## config.mk

```make
export PLATFORM = sky130hd
export DESIGN_NAME = e100_control
export DESIGN_NICKNAME = d
export VERILOG_FILES = /design/src/hdl/e100_pkg.sv /design/src/hdl/e100_control.sv
export SDC_FILE = /design/constraint.sdc
export NUM_CORES = 1
export LEC_CHECK = 0
export BUFFER_PORTS_ARGS = -buffer_cell sky130_fd_sc_hd__buf_2
export CAP_MARGIN = 40
export CELL_PAD_IN_SITES_DETAIL_PLACEMENT = 1
export CELL_PAD_IN_SITES_GLOBAL_PLACEMENT = 1
export CORE_MARGIN = 4
export CORE_UTILIZATION = 32
export CTS_CLUSTER_DIAMETER = 120
export DETAILED_ROUTE_END_ITERATION = 16
export HOLD_SLACK_MARGIN = 0.02
export PLACE_DENSITY_LB_ADDON = 0.05
export SYNTH_ARGS = -nofsm -noshare
export SYNTH_HDL_FRONTEND = slang
export SYNTH_SLANG_ARGS = --single-unit
export TNS_END_PERCENT = 100
```

## constraint.sdc

```tcl
create_clock -name clock -period 2.9 [get_ports clock]
set_clock_uncertainty 0.1 [all_clocks]
set_input_delay 0.29 -clock clock [delete_from_list [all_inputs] [get_ports clock]]
set_output_delay 0.29 -clock clock [all_outputs]
set_load 0.005 [all_outputs]
```

## src/hdl/e100_pkg.sv

```systemverilog
// e100 shared definitions: word and address types, opcodes, sequencer states, bus sources
`default_nettype none

package e100_pkg;

    // data path and memory geometry
    localparam int word_width = 32;
    localparam int address_width = 8;
    localparam int memory_words = 1 << address_width;

    // opcode, arg1, arg2, arg3
    localparam int instruction_words = 4;

    typedef logic [word_width-1:0] word_t;
    typedef logic [address_width-1:0] address_t;

    // reference numbering, gaps are the opcodes this machine does not run
    typedef enum logic [word_width-1:0] {
        op_halt = 32'd0,
        op_add  = 32'd1,
        op_sub  = 32'd2,
        op_cp   = 32'd5,
        op_and  = 32'd6,
        op_or   = 32'd7,
        op_not  = 32'd8,
        op_sl   = 32'd9,
        op_sr   = 32'd10,
        op_be   = 32'd13,
        op_bne  = 32'd14,
        op_blt  = 32'd15
    } opcode_t;

    typedef enum logic [4:0] {
        state_idle,
        state_fetch1, state_fetch2, state_fetch3, state_fetch4,
        state_fetch5, state_fetch6, state_fetch7, state_fetch8,
        state_decode,
        state_halt,
        // shared by add, sub, and, or, sl, sr
        state_exec1, state_exec2, state_exec3,
        state_exec4, state_exec5, state_exec6,
        state_not1, state_not2, state_not3, state_not4,
        state_cp1, state_cp2, state_cp3, state_cp4,
        // shared by be, bne, blt
        state_branch1, state_branch2, state_branch3,
        state_branch4, state_branch5, state_branch6
    } state_t;

    // what drives the shared bus this cycle
    typedef enum logic [2:0] {
        src_none,
        src_iar,
        src_plus1,
        src_arg1,
        src_arg2,
        src_arg3,
        src_memory,
        src_alu
    } bus_source_t;

endpackage

`default_nettype wire

```

## src/hdl/e100_control.sv

```systemverilog
// e100 sequencer: fetch, decode and execute FSM driving bus source and write enables
`timescale 1ns/1ps
`default_nettype none

module e100_control (
    input  logic                   clock,
    input  logic                   reset,
    input  logic                   start,
    input  e100_pkg::word_t         opcode,
    input  logic                   equal,
    input  logic                   less,
    output e100_pkg::bus_source_t   bus_source,
    output logic                   iar_write,
    output logic                   opcode_write,
    output logic                   arg1_write,
    output logic                   arg2_write,
    output logic                   arg3_write,
    output logic                   op1_write,
    output logic                   op2_write,
    output logic                   address_write,
    output logic                   memory_write,
    output logic                   clear_iar,
    output logic                   halted
);

    import e100_pkg::*;

    state_t state;
    state_t next_state;
    logic   take_branch;

    assign halted = (state == state_idle) || (state == state_halt);

    // start only counts while stopped, and restarts at address 0
    assign clear_iar = halted && start;

    always_comb begin
        case (opcode)
            op_be:   take_branch = equal;
            op_bne:  take_branch = !equal;
            op_blt:  take_branch = less;
            default: take_branch = 1'b0;
        endcase
    end

    // bus transfers, grouped by the move each state makes
    always_comb begin
        bus_source = src_none;
        iar_write = 1'b0;
        opcode_write = 1'b0;
        arg1_write = 1'b0;
        arg2_write = 1'b0;
        arg3_write = 1'b0;
        op1_write = 1'b0;
        op2_write = 1'b0;
        address_write = 1'b0;
        memory_write = 1'b0;

        case (state)
            state_fetch1: begin
                bus_source = src_iar;
                address_write = 1'b1;
            end
            // step iar and point memory at the next word
            state_fetch3, state_fetch5, state_fetch7: begin
                bus_source = src_plus1;
                iar_write = 1'b1;
                address_write = 1'b1;
            end
            state_fetch2: begin
                bus_source = src_memory;
                opcode_write = 1'b1;
            end
            state_fetch4: begin
                bus_source = src_memory;
                arg1_write = 1'b1;
            end
            state_fetch6: begin
                bus_source = src_memory;
                arg2_write = 1'b1;
            end
            state_fetch8: begin
                bus_source = src_memory;
                arg3_write = 1'b1;
            end
            // iar now holds the probable next instruction
            state_decode: begin
                bus_source = src_plus1;
                iar_write = 1'b1;
            end
            state_exec1, state_not1, state_cp1, state_branch1: begin
                bus_source = src_arg2;
                address_write = 1'b1;
            end
            state_exec2, state_not2, state_branch2: begin
                bus_source = src_memory;
                op1_write = 1'b1;
            end
            state_exec3, state_branch3: begin
                bus_source = src_arg3;
                address_write = 1'b1;
            end
            state_exec4, state_branch4: begin
                bus_source = src_memory;
                op2_write = 1'b1;
            end
            state_exec5, state_not3, state_cp3: begin
                bus_source = src_arg1;
                address_write = 1'b1;
            end
            state_exec6, state_not4: begin
                bus_source = src_alu;
                memory_write = 1'b1;
            end
            // arg3 is free after decode, so cp parks the word there
            state_cp2: begin
                bus_source = src_memory;
                arg3_write = 1'b1;
            end
            state_cp4: begin
                bus_source = src_arg3;
                memory_write = 1'b1;
            end
            state_branch6: begin
                bus_source = src_arg1;
                iar_write = 1'b1;
            end
            default: begin
                bus_source = src_none;
            end
        endcase
    end

    always_comb begin
        case (state)
            state_idle, state_halt: next_state = start ? state_fetch1 : state;
            state_fetch1: next_state = state_fetch2;
            state_fetch2: next_state = state_fetch3;
            state_fetch3: next_state = state_fetch4;
            state_fetch4: next_state = state_fetch5;
            state_fetch5: next_state = state_fetch6;
            state_fetch6: next_state = state_fetch7;
            state_fetch7: next_state = state_fetch8;
            state_fetch8: next_state = state_decode;
            state_decode: begin
                case (opcode)
                    op_add, op_sub, op_and, op_or, op_sl, op_sr: next_state = state_exec1;
                    op_not: next_state = state_not1;
                    op_cp: next_state = state_cp1;
                    op_be, op_bne, op_blt: next_state = state_branch1;
                    // halt and anything undefined
                    default: next_state = state_halt;
                endcase
            end
            state_exec1: next_state = state_exec2;
            state_exec2: next_state = state_exec3;
            state_exec3: next_state = state_exec4;
            state_exec4: next_state = state_exec5;
            state_exec5: next_state = state_exec6;
            state_not1: next_state = state_not2;
            state_not2: next_state = state_not3;
            state_not3: next_state = state_not4;
            state_cp1: next_state = state_cp2;
            state_cp2: next_state = state_cp3;
            state_cp3: next_state = state_cp4;
            state_branch1: next_state = state_branch2;
            state_branch2: next_state = state_branch3;
            state_branch3: next_state = state_branch4;
            state_branch4: next_state = state_branch5;
            state_branch5: next_state = take_branch ? state_branch6 : state_fetch1;
            default: next_state = state_fetch1;
        endcase
    end

    always_ff @(posedge clock) begin
        if (reset) begin
            state <= state_idle;
        end else begin
            state <= next_state;
        end
    end

endmodule

`default_nettype wire

```

* Word level (Yosys, flattened, before mapping)
Memories as Yosys holds them, arrays and structs flattened.
Index checks and enable logic that the tools add are counted.
W data, S select, Z words.
** Storage, ports and cells
- Word-level logic and storage cells :: 69
- Bits of input ports :: 37
- Output and inout bits :: 14
- Memories kept :: 1
- Flip-flop bits (word level) :: 5
- Bits in read-only memories :: 80
** Cells by class
- Reduce and logical (&&, ||, !) cells :: 18
- Multiplexer cells :: 15
- Eq/ne operators :: 34
** Memory list
- (no name shown) :: depth 16, bits a word 5, rd ports 1, clocked after Yosys merged registers in 0, wr ports 0, line e100_control.sv:146 : case (opcode)
** Operators by type and width (count)
- $pmux W5 S26 :: 1
- $eq A32 B4 Y1 const B :: 3
- $eq A5 B5 Y1 const B :: 15
- $eq A5 B4 Y1 const B :: 8
- $logic_not A28 Y1 :: 1
- $pmux W3 S7 :: 1
- $eq A5 B3 Y1 const B :: 4
- $mux W5 :: 3
- $reduce_or A13 Y1 :: 1
- $reduce_or A4 Y1 :: 3
- $eq A5 B2 Y1 const B :: 2
- $reduce_or A10 Y1 :: 1
- $mux W1 :: 9
- $reduce_or A3 Y1 :: 3
- $reduce_or A2 Y1 :: 4
- $eq A5 B1 Y1 const B :: 1
- $logic_not A5 Y1 :: 1
- $reduce_or A5 Y1 :: 1
- $pmux W1 S3 :: 1
- $ne A2 B2 Y1 const B :: 1
- $logic_and A1 B1 Y1 :: 1
- $logic_not A1 Y1 :: 1
- $logic_or A1 B1 Y1 :: 1

* Logic depth before layout (Yosys ltp)
Gate-level depths: netlist (run 1).
- Depth in word-level cells :: 4
- Gate-level depth with buffers :: 7
- Gate-level depth less buffers :: 7

* Least setup slack after synthesis (run 1)
OpenSTA, ideal clock, no wires.
- Path type :: flip-flop to output port
- From :: reg state[1]
- To :: out bus_source[2]
- Path buffers :: 2
- Cell stages (with the launch flop) :: 6
- Data required time :: 2510 ps
- Setup slack :: 1419 ps
- Arrival time :: 1091 ps
- Cell sequence :: dfxtp_1 buf_4 buf_4 a21oi_1 o22ai_1 a211o_1
** Between the ends
- Longest elaborated chain between the ends :: 3
- Elaborated cells between the ends (all ways) :: 35
- Classes of those cells :: 28 x eq/ne; 1 x mux; 6 x reduce/logical
** Ends and longest elaborated chain
- from (decl) :: line e100_control.sv:28 : state_t state;
- from (signal assigned) :: line e100_control.sv:177 : state <= state_idle;
- from (signal assigned) :: line e100_control.sv:179 : state <= next_state;
- $eq A5 B5 Y1 (tied with other cells) :: line e100_control.sv:59 : case (state)
- $reduce_or A10 Y1 (no source line) (tied with other cells)
- $pmux W3 S7 (*) :: line e100_control.sv:59
- to (decl) :: line e100_control.sv:12 : output e100_pkg::bus_source_t bus_source,
Every way passes the cells marked *; elsewhere a longest branch is shown, timed or not.

* Worst setup path after layout (run 1)
- From :: reg state[4]
- To :: out bus_source[2]
The elaborated chain is that of the path after synthesis.

==> results.md, run 1 <==
* Shortest period the worst path allows at 2.28 ns
* Max FFs per register at 5
* Initial core utilization at 34.3%
* Worst slew pin tran at 0.794 ns
* DRT iter0 DRCs at 24
* Async S/R FF share, synth at 0%
* Peak supply drop at 0.000123 V
* Fmax at 439 MHz
* Net count, final at 232
* Height of the die at 63.1 µm
* Biggest regs: state: 5 flops
* Drt drc at 0
* Antenna viol nets, final at 0
* Met2 Use GR at 27.3%
* YS warnings at 0
* Relative slew slack at 47.0%
* Final Cell Area at 1230 µm²
* Total die area at 3980 µm²
* CTS tree: yes
* Area growth, synth to finish at 26.8%
* Hold crit path type: primary input to flip-flop
* Register Area at 100 µm²
* Clk_lat worst skew at 0.25 ns
* Initial antenna violation count at 0
* Number of max-cap violations at 0
* Hold buffer count at CTS at 0
* Final setup fails at 0
* EDFF count, synth at 0
* Aggregate global routing overflow at 0
* Die W at 63.1 µm
* FILL cells at 388
* Post_cts resized at 0
* Total Routing Usage GR at 16.4%
* GRT busiest layer: met2
* Max clock buf depth at 2
* Biggest register: state
* RSZ-0062 raised after global routing: false
* Ys flop type: dfxtp_1
* Gp weighted congestion at 0.773
* CTS H-Tree Depth at 1
* Synth Instances at 144
* First-pass GRT wire length at 5440 µm
* Met1 usage at 21.9%
* Crit path DAT at 1.89 ns
* Status: complete, no violations
* Antenna Cells at 0
* Post-Syn Area at 971 µm²
* Syn_area_per_cell at 6.74 µm²
* Leading post-synthesis cells by cell area: dfxtp_1 (10%), a21oi_1 (7.7%), ha_1 (6.4%), nand2_1 (6.2%), nor4_1 (4.5%)
* WL per Instance at 14.5 µm
* Slew Viols, Final at 0
* DRT Wirelength at 3200 µm
* Total number of vias at 1178
* Post-synth top cells: nand2_1 (16), a21oi_1 (15), nor2_1 (9)
* Post-synthesis sequential area ratio at 10.3%
* GR Util met3 at 3.91%
* Pleak at 0.552 nW
* Setup TNS at 0 ns
* Worst setup SP type: flip-flop
* Sink Count at 5
* Input/output buffers at 50
* CP Capture Type: output port
* Top-area cell type share of the netlist area at 10.3%
* CTS clk-pin slew, worst paths at 0.05 ns
* Row count at 19
* Crit path required time at 2.51 ns
* Via density per instance at 5.35
* Final hold viol count at 0
* Max FO, Critical Path at 19
* Total power density per cell area at 368 nW/µm²
* Post-CTS setup buffer count at 0
* Final HPWL DP at 2550 µm
* Num CTS Buffers at 3
* Core area at 2830 µm²
* Vias in the first global route at 1195
* Yosys reg bits at 5
* Syn Nets at 186
* Synth cell types at 45
* Largest net degree at the start of global routing at 25
* Share of cells above drive strength 1 at 34.9%
* Top-Level Pins at 51
* Multi-input gate area at 774 µm²
* Most frequent cell after synthesis: nand2_1
* WS Path Type: flip-flop to output port
* Period Utilization, post-route at 78.6%
* Placed instance area at 1200 µm²
* Area leader, netlist: dfxtp_1
* Root buffer cell: clkbuf_4
* DR pass1 iterations at 4
[worst max-delay path: stages (launching register included)]
cell     delay (ns)
dfxtp_1        0.83
inv_2          0.14
nand2_1        0.16
o22ai_1        0.10
a211o_1        0.29
buf_2          0.12
[routing by layer]
layer  part of all wire, %  vias up
met4                  0.72        0
met2                    48       26
met3                   4.2        4
met1                    47      537
li1                      -      611
met5                     0        -
[through the flow]
step | power [W] | setup WS (ns) | utilization (%) | hold WS, ns | std cells
CTS | 0.000458 | 0.613 | 43.5 | 0.150 | 220
finish | 0.000454 | 0.620 | 43.5 | 0.158 | 220
global placement | 0.000367 | 0.956 | 42.6 | 0.416 | 216
detailed placement | 0.000370 | 0.896 | 42.6 | 0.417 | 216
floorplan | 0.000287 | 1.42 | - | 0.259 | 144
global route | 0.000504 | 0.474 | 43.5 | 0.148 | 220
[kinds of logic after synthesis]
family                   count (synthesis)  synth area share, %
multiplexers                             2                 2.06
flip-flops                               5                 10.3
adder cells (fa/ha/maj)                  6                 7.60
AND/OR/NAND/NOR                         65                 37.6
XOR/XNOR                                 4                 3.61
buffers and inverters                   17                 9.92
AO/OA/AOI/OAI                           45                 28.9
[path summary, 6_finish.rpt]
| check | from | cells after the start | slack [ns] | to |
|---|---|---|---|---|
| max | state[4]$_SDFFE_PP0P_ | 5 | 0.62 | bus_source[2] |
| min | reset | 2 | 0.16 | state[3]$_SDFFE_PP0P_ |
| max reg2reg | state[4]$_SDFFE_PP0P_ | 4 | 0.99 | state[4]$_SDFFE_PP0P_ |
| min reg2reg | state[1]$_SDFFE_PP0P_ | 2 | 0.70 | state[1]$_SDFFE_PP0P_ |
[where the power goes]
group	switching, W	internal [W]	leakage [nW]
clock network	0.0000328	0.0000523	0.0150
registers	0.0000348	0.0000775	0.0408
logic	0.000130	0.000127	0.497
[area by class of cell]
class	instances	area share (%)
clock buffer	4	2.13
inverter	5	1.52
multi-input combinational	122	62.9
sequential	5	8.13
tap	31	3.15
timing repair buffer	53	22.2
[placed cells by master, fill, tap and decap left out, types with 2 or more instances in the layout]
master and instances:
nor4_1 7, nor2_1 9, clkbuf_4 3, nor2b_1 3, inv_1 4, xor2_1 2
ha_1 5, o21ai_1 5, dfxtp_1 5, a21o_1 2, mux2i_1 2, o211ai_1 4
o21ai_0 7, nor3_1 5, buf_2 50, nand4b_1 2, and2_1 4, xnor2_1 2
a21oi_1 15, buf_4 3, nand3_1 3, o221ai_1 2, nand2_1 16, nand2b_1 5
a31oi_1 3
No activity file was read; power rests on OpenSTA's default activity.
==> run 2, diff against run 1 <==
--- a/config.mk
+++ b/config.mk
@@ -10,7 +10,7 @@
 export CELL_PAD_IN_SITES_DETAIL_PLACEMENT = 1
 export CELL_PAD_IN_SITES_GLOBAL_PLACEMENT = 1
 export CORE_MARGIN = 4
-export CORE_UTILIZATION = 32
+export CORE_UTILIZATION = 27
 export CTS_CLUSTER_DIAMETER = 120
 export DETAILED_ROUTE_END_ITERATION = 16
 export HOLD_SLACK_MARGIN = 0.02
==> constraint.sdc (replaced) <==
create_clock -name clock -period 2 [get_ports clock]
set_clock_uncertainty 0.1 [all_clocks]
set_input_delay 0.2 -clock clock [delete_from_list [all_inputs] [get_ports clock]]
set_output_delay 0.2 -clock clock [all_outputs]
set_load 0.005 [all_outputs]
==> run 2 against run 1 <==
Against the previous run:
- largest cell class unchanged
- combinational power grew 77%
- via count increased by 3.1%
- critical path type unchanged
- first-iteration DRC count rose by 50%
- cell area grew 6.8%
- global-route usage is 0.77 points lower
- final cell count up 9.1%
- clock-buffer cell count unchanged
- critical endpoint unchanged
- flip-flop and latch count unchanged
==> results.md, run 2 (synthesis results as in run 1) <==
* Status: complete, no violations
* Slew Viols, Final at 0 (unchanged)
* Antenna viol nets, final at 0 (unchanged)
* Setup TNS at 0 ns (unchanged)
* RSZ-0062 raised after global routing: false
* Relative slew slack at 73.5% (+27 points)
* Shortest period the worst path allows at 1.90 ns
* Crit path DAT at 1.60 ns (-0.29 ns)
* Drt drc at 0 (unchanged)
* DRT iter0 DRCs at 36 (+50%)
* Initial antenna violation count at 0 (unchanged)
* CP Capture Type: output port
* Most frequent cells in the layout: buf_2 (50), nand2_1 (16), a21oi_1 (15)
* Total Routing Usage GR at 15.7% (-0.77 points)
* Antenna Cells at 0 (unchanged)
* Clk_lat worst skew at 0.24 ns (about the same)
* Input/output buffers at 50 (unchanged)
* Hold crit path type: primary input to flip-flop
* Crit path cell chain: buf_4 > buf_4 > a21oi_1 > a211o_1 > buf_2
* Worst slew pin tran at 0.397 ns (-0.398 ns)
* WS Path Type: flip-flop to output port
* Initial core utilization at 28.4% (-5.9 points)
* Aggregate global routing overflow at 0 (unchanged)
* Area growth, synth to finish at 35.4%
* DR pass1 iterations at 4 (unchanged)
* Top-Level Pins at 51 (unchanged)
* Biggest register: state
* Final hold viol count at 0 (unchanged)
* Fmax at 527 MHz
* Share of cells above drive strength 1 at 37.6% (+2.7 points)
* Die W at 68.0 µm (+7.7%)
* DRT Wirelength at 3480 µm (+9.0%)
* Worst path max stage delay at 0.55 ns (-0.28 ns)
* Via density per instance at 5.06 (-5.5%)
* Total die area at 4620 µm² (+16%)
* Biggest regs: state: 5 flops
* Final HPWL DP at 2790 µm (+9.7%)
* CP most frequent cell: buf_4
* First-pass GRT wire length at 5720 µm (+5.2%)
* Max clock buf depth at 2 (unchanged)
* Core area at 3420 µm² (+21%)
* CTS tree: yes
* Sink Count at 5 (unchanged)
* Final setup fails at 0 (unchanged)
* Vias in the first global route at 1221 (+2.2%)
* WL per Instance at 14.5 µm (about the same)
* Number of max-cap violations at 0 (unchanged)
* Row count at 21 (+2)
* Total power density per cell area at 532 nW/µm² (+44%)
* Commonest non-fill, non-tap cell in the layout: buf_2
* Height of the die at 68.0 µm (+7.7%)
* Net count, final at 237 (+2.2%)
* Num CTS Buffers at 3 (unchanged)
* Gp weighted congestion at 0.816 (+5.5%)
* Max FFs per register at 5 (unchanged)
* Pleak at 0.588 nW (+6.4%)
* Root buffer cell: clkbuf_4
* Period Utilization, post-route at 94.9%
* Worst setup SP type: flip-flop
* Total number of vias at 1215 (+3.1%)
* Hold buffer count at CTS at 0 (unchanged)
* Peak supply drop at 0.000128 V (+4.1%)
* CTS H-Tree Depth at 1 (unchanged)
* CP max-delay cell: dfxtp_1
* Largest net degree at the start of global routing at 28 (+12%)
* Crit path required time at 1.70 ns (-0.81 ns)
* CTS clk-pin slew, worst paths at 0.05 ns (about the same)
* Hold WS at 0.0841 ns (-0.0739 ns)
* Max FO, Critical Path at 11 (-8)
* Total Power at 0.000700 W (+54%)
==> run 2: worst paths after layout <==
| check | startpoint | end | slack [ns] | depth (start not counted) |
|---|---|---|---|---|
| max reg2reg | state[3]$_SDFFE_PP0P_ | state[3]$_SDFFE_PP0P_ | 0.28 | 6 |
| min reg2reg | state[4]$_SDFFE_PP0P_ | state[2]$_SDFFE_PP0P_ | 0.64 | 3 |
| max | state[3]$_SDFFE_PP0P_ | bus_source[2] | 0.10 | 5 |
| min | reset | state[1]$_SDFFE_PP0P_ | 0.08 | 2 |
==> run 2: worst max-delay path: cells and delay by family (launching register included) <==
kind	cells	cell delay [ns]
buffers and inverters	3	0.51
AO/OA/AOI/OAI	2	0.30
flip-flops	1	0.55
==> run 2: what timing repair did <==
action | CTS | global route
setup endpoints to repair | 0 | 2
setup buffers | 0 | 0
gates resized for setup | 0 | 2
==> run 2: cell type report <==
cell class                      count  area, µm²
Fill cell                         476       2100
Clock buffer                        4       26.3
Sequential cell                     5        103
Tap cell                           46       57.6
Multi-Input combinational cell    122        774
Inverter                            5       18.8
Timing Repair Buffer               58        335
==> run 2: per-stage QoR <==
stage	std cells	area [µm²]	utilization (%)	setup slack, ns
after floorplan	144	971	-	0.609
after global placement	236	1290	37.7	0.326
after detailed placement	236	1290	37.7	0.277
after CTS	240	1310	38.4	0.101
after global routing	240	1320	38.5	0.00224
final	240	1320	38.5	0.102
==> run 2: per-layer routing <==
layer / track usage [%] / part of all wire [%] / up-vias
li1: - / - / 623
met1: 21.5 / 49 / 565
met2: 26.6 / 47 / 25
met3: 1.31 / 3.6 / 2
met4: 2.98 / 0.17 / 0
met5: 0 / 0 / -
==> run 2: where the power goes <==
part / switching (W) / internal (W)
combinational: 0.000239 / 0.000213
sequential: 0.0000164 / 0.000113
clock: 0.0000434 / 0.0000756
==> run 3, diff against run 2 <==
--- a/config.mk
+++ b/config.mk
@@ -14,7 +14,7 @@
 export CTS_CLUSTER_DIAMETER = 120
 export DETAILED_ROUTE_END_ITERATION = 16
 export HOLD_SLACK_MARGIN = 0.02
-export PLACE_DENSITY_LB_ADDON = 0.05
+export PLACE_DENSITY_LB_ADDON = 0.1
 export SYNTH_ARGS = -nofsm -noshare
 export SYNTH_HDL_FRONTEND = slang
 export SYNTH_SLANG_ARGS = --single-unit
==> run 3 against run 2 <==
Against the previous run:
- die area did not move
- final cell count fell by 0.42%
- setup slack improved by 0.092 ns
- highest routed layer unchanged
- clock-buffer cell count did not move
- largest cell class unchanged
- cell area fell by 1.3%
==> results.md, run 3 (synthesis results as in run 1) <==
* Fmax at 554 MHz (+5.1%)
* Register Area at 105 µm² (+2.4%)
* Vias in the first global route at 1193 (-2.3%)
* Final Non-Filler Cells at 239 (-0.42%)
* Gp weighted congestion at 0.800 (-1.9%)
* Post_cts resized at 0 (unchanged)
* Max FFs per register at 5 (unchanged)
* Clk_lat worst skew at 0.25 ns (about the same)
* Total power density per cell area at 530 nW/µm² (-0.29%)
* CP Capture Type: output port
* Hold crit path type: primary input to flip-flop
* Max clock buf depth at 2 (unchanged)
* Max FO, Critical Path at 27 (+16)
* Post-CTS setup buffer count at 0 (unchanged)
* Top-Level Pins at 51 (unchanged)
* Relative slew slack at 73.9% (+0.43 points)
* Most frequent cells in the layout: buf_2 (50), nand2_1 (16), a21oi_1 (15)
* Slew Viols, Final at 0 (unchanged)
* Area growth, synth to finish at 33.6%
* Aggregate global routing overflow at 0 (unchanged)
* Placed cell count at 235 (-0.42%)
* Sink Count at 5 (unchanged)
* First-pass GRT wire length at 5390 µm (-5.8%)
* Biggest regs: state: 5 flops
* Hold buffer count at CTS at 0 (unchanged)
* Total Routing Usage GR at 14.9% (-0.81 points)
* Initial antenna violation count at 0 (unchanged)
* Height of the die at 68.0 µm (unchanged)
* Drt drc at 0 (unchanged)
* Share of cells above drive strength 1 at 38.3% (+0.71 points)
* Core area at 3420 µm² (unchanged)
* Final setup fails at 0 (unchanged)
* Number of max-cap violations at 0 (unchanged)
* Hold WS at 0.0701 ns (-0.0140 ns)
* Worst setup SP type: flip-flop
* WS Path Type: flip-flop to output port
* Dpl ws at 0.258 ns (-0.0195 ns)
* WL per Instance at 14.2 µm (-2.5%)
* Peak supply drop at 0.000153 V (+20%)
* DRT Wirelength at 3380 µm (-2.9%)
* Total number of vias at 1203 (-0.99%)
* Shortest period the worst path allows at 1.81 ns (-0.0923 ns)
* Final hold viol count at 0 (unchanged)
* Worst slew pin tran at 0.389 ns (-0.00726 ns)
* Die W at 68.0 µm (unchanged)
* Multi-input gate area at 774 µm² (unchanged)
* Period Utilization, post-route at 90.3% (-4.6 points)
* Input/output buffers at 50 (unchanged)
* Commonest non-fill, non-tap cell in the layout: buf_2
* DRT iter0 DRCs at 17 (-53%)
* Biggest register: state
* Status: complete, no violations
* Largest net degree at the start of global routing at 28 (unchanged)
* CTS clk-pin slew, worst paths at 0.05 ns (about the same)
* Final HPWL DP at 2760 µm (-1.4%)
* DR pass1 iterations at 4 (unchanged)
* R2R Setup Slk at 0.39 ns (+0.11 ns)
* Post-route setup slack at 0.194 ns (+0.0923 ns)
* CTS H-Tree Depth at 1 (unchanged)
* Antenna viol nets, final at 0 (unchanged)
* Initial core utilization at 28.4% (unchanged)
* Pleak at 0.579 nW (-1.5%)
* Antenna Cells at 0 (unchanged)
* Via density per instance at 5.03 (-0.57%)
* Row count at 21 (unchanged)
* Num CTS Buffers at 3 (unchanged)
* RSZ-0062 raised after global routing: false
* FILL cells at 462 (-2.9%)
* Crit path required time at 1.70 ns (about the same)
* Setup TNS at 0 ns (unchanged)
* Total die area at 4620 µm² (unchanged)
* Total Power at 0.000688 W (-1.6%)
* Root buffer cell: clkbuf_4
* Crit path DAT at 1.51 ns (-0.09 ns)
* Net count, final at 236 (-0.42%)
* CTS tree: yes
## run 3: cell count changes in the layout (fill, tap and decap cells not counted), sizes merged
cell,previous run,this run
buf,58,57
## run 3: cell type report
type | instances | area share (%)
clock buffer | 4 | 2.03
tap | 46 | 4.44
timing repair buffer | 57 | 24.3
sequential | 5 | 8.10
inverter | 5 | 1.45
multi-input combinational | 122 | 59.7
## run 3: per-stage QoR
step	instance area (µm²)	util (%)
3_3_place_gp	1270	37.1
3_5_place_dp	1270	37.1
4_1_cts	1290	37.8
2_1_floorplan	971	-
6_report	1300	38.0
5_1_grt	1300	38.0
## run 3: per-layer routing
layer  vias to the layer above  GRT usage [%]  part of all wire, %
met5                         -              0                    0
met4                         0          0.496                 0.35
met3                         2           2.96                  4.0
met2                        25           26.5                   50
met1                       552           19.3                   45
li1                        624              -                    -
## run 3: where the power goes
part	internal, W	switching, W	leakage [nW]	total (W)
clock network	0.0000757	0.0000461	0.0150	0.000122
registers	0.000114	0.0000265	0.0426	0.000140
logic	0.000205	0.000221	0.521	0.000426
total	0.000394	0.000294	0.579	0.000688
## run 3: worst max-delay path, stage by stage, from the launching register on
cell	delay (ns)
dfxtp_1	0.35
buf_12	0.18
xor2_1	0.36
o221ai_1	0.20
buf_2	0.16
## run 3: final timing paths
kind / startpoint / end / cells past startpoint
worst max-delay path: state[1]$_SDFFE_PP0P_ / bus_source[0] / 4
worst min-delay path: reset / state[0]$_SDFFE_PP0P_ / 2
worst max register to register: state[3]$_SDFFE_PP0P_ / state[3]$_SDFFE_PP0P_ / 6
worst min register to register: state[4]$_SDFFE_PP0P_ / state[4]$_SDFFE_PP0P_ / 2
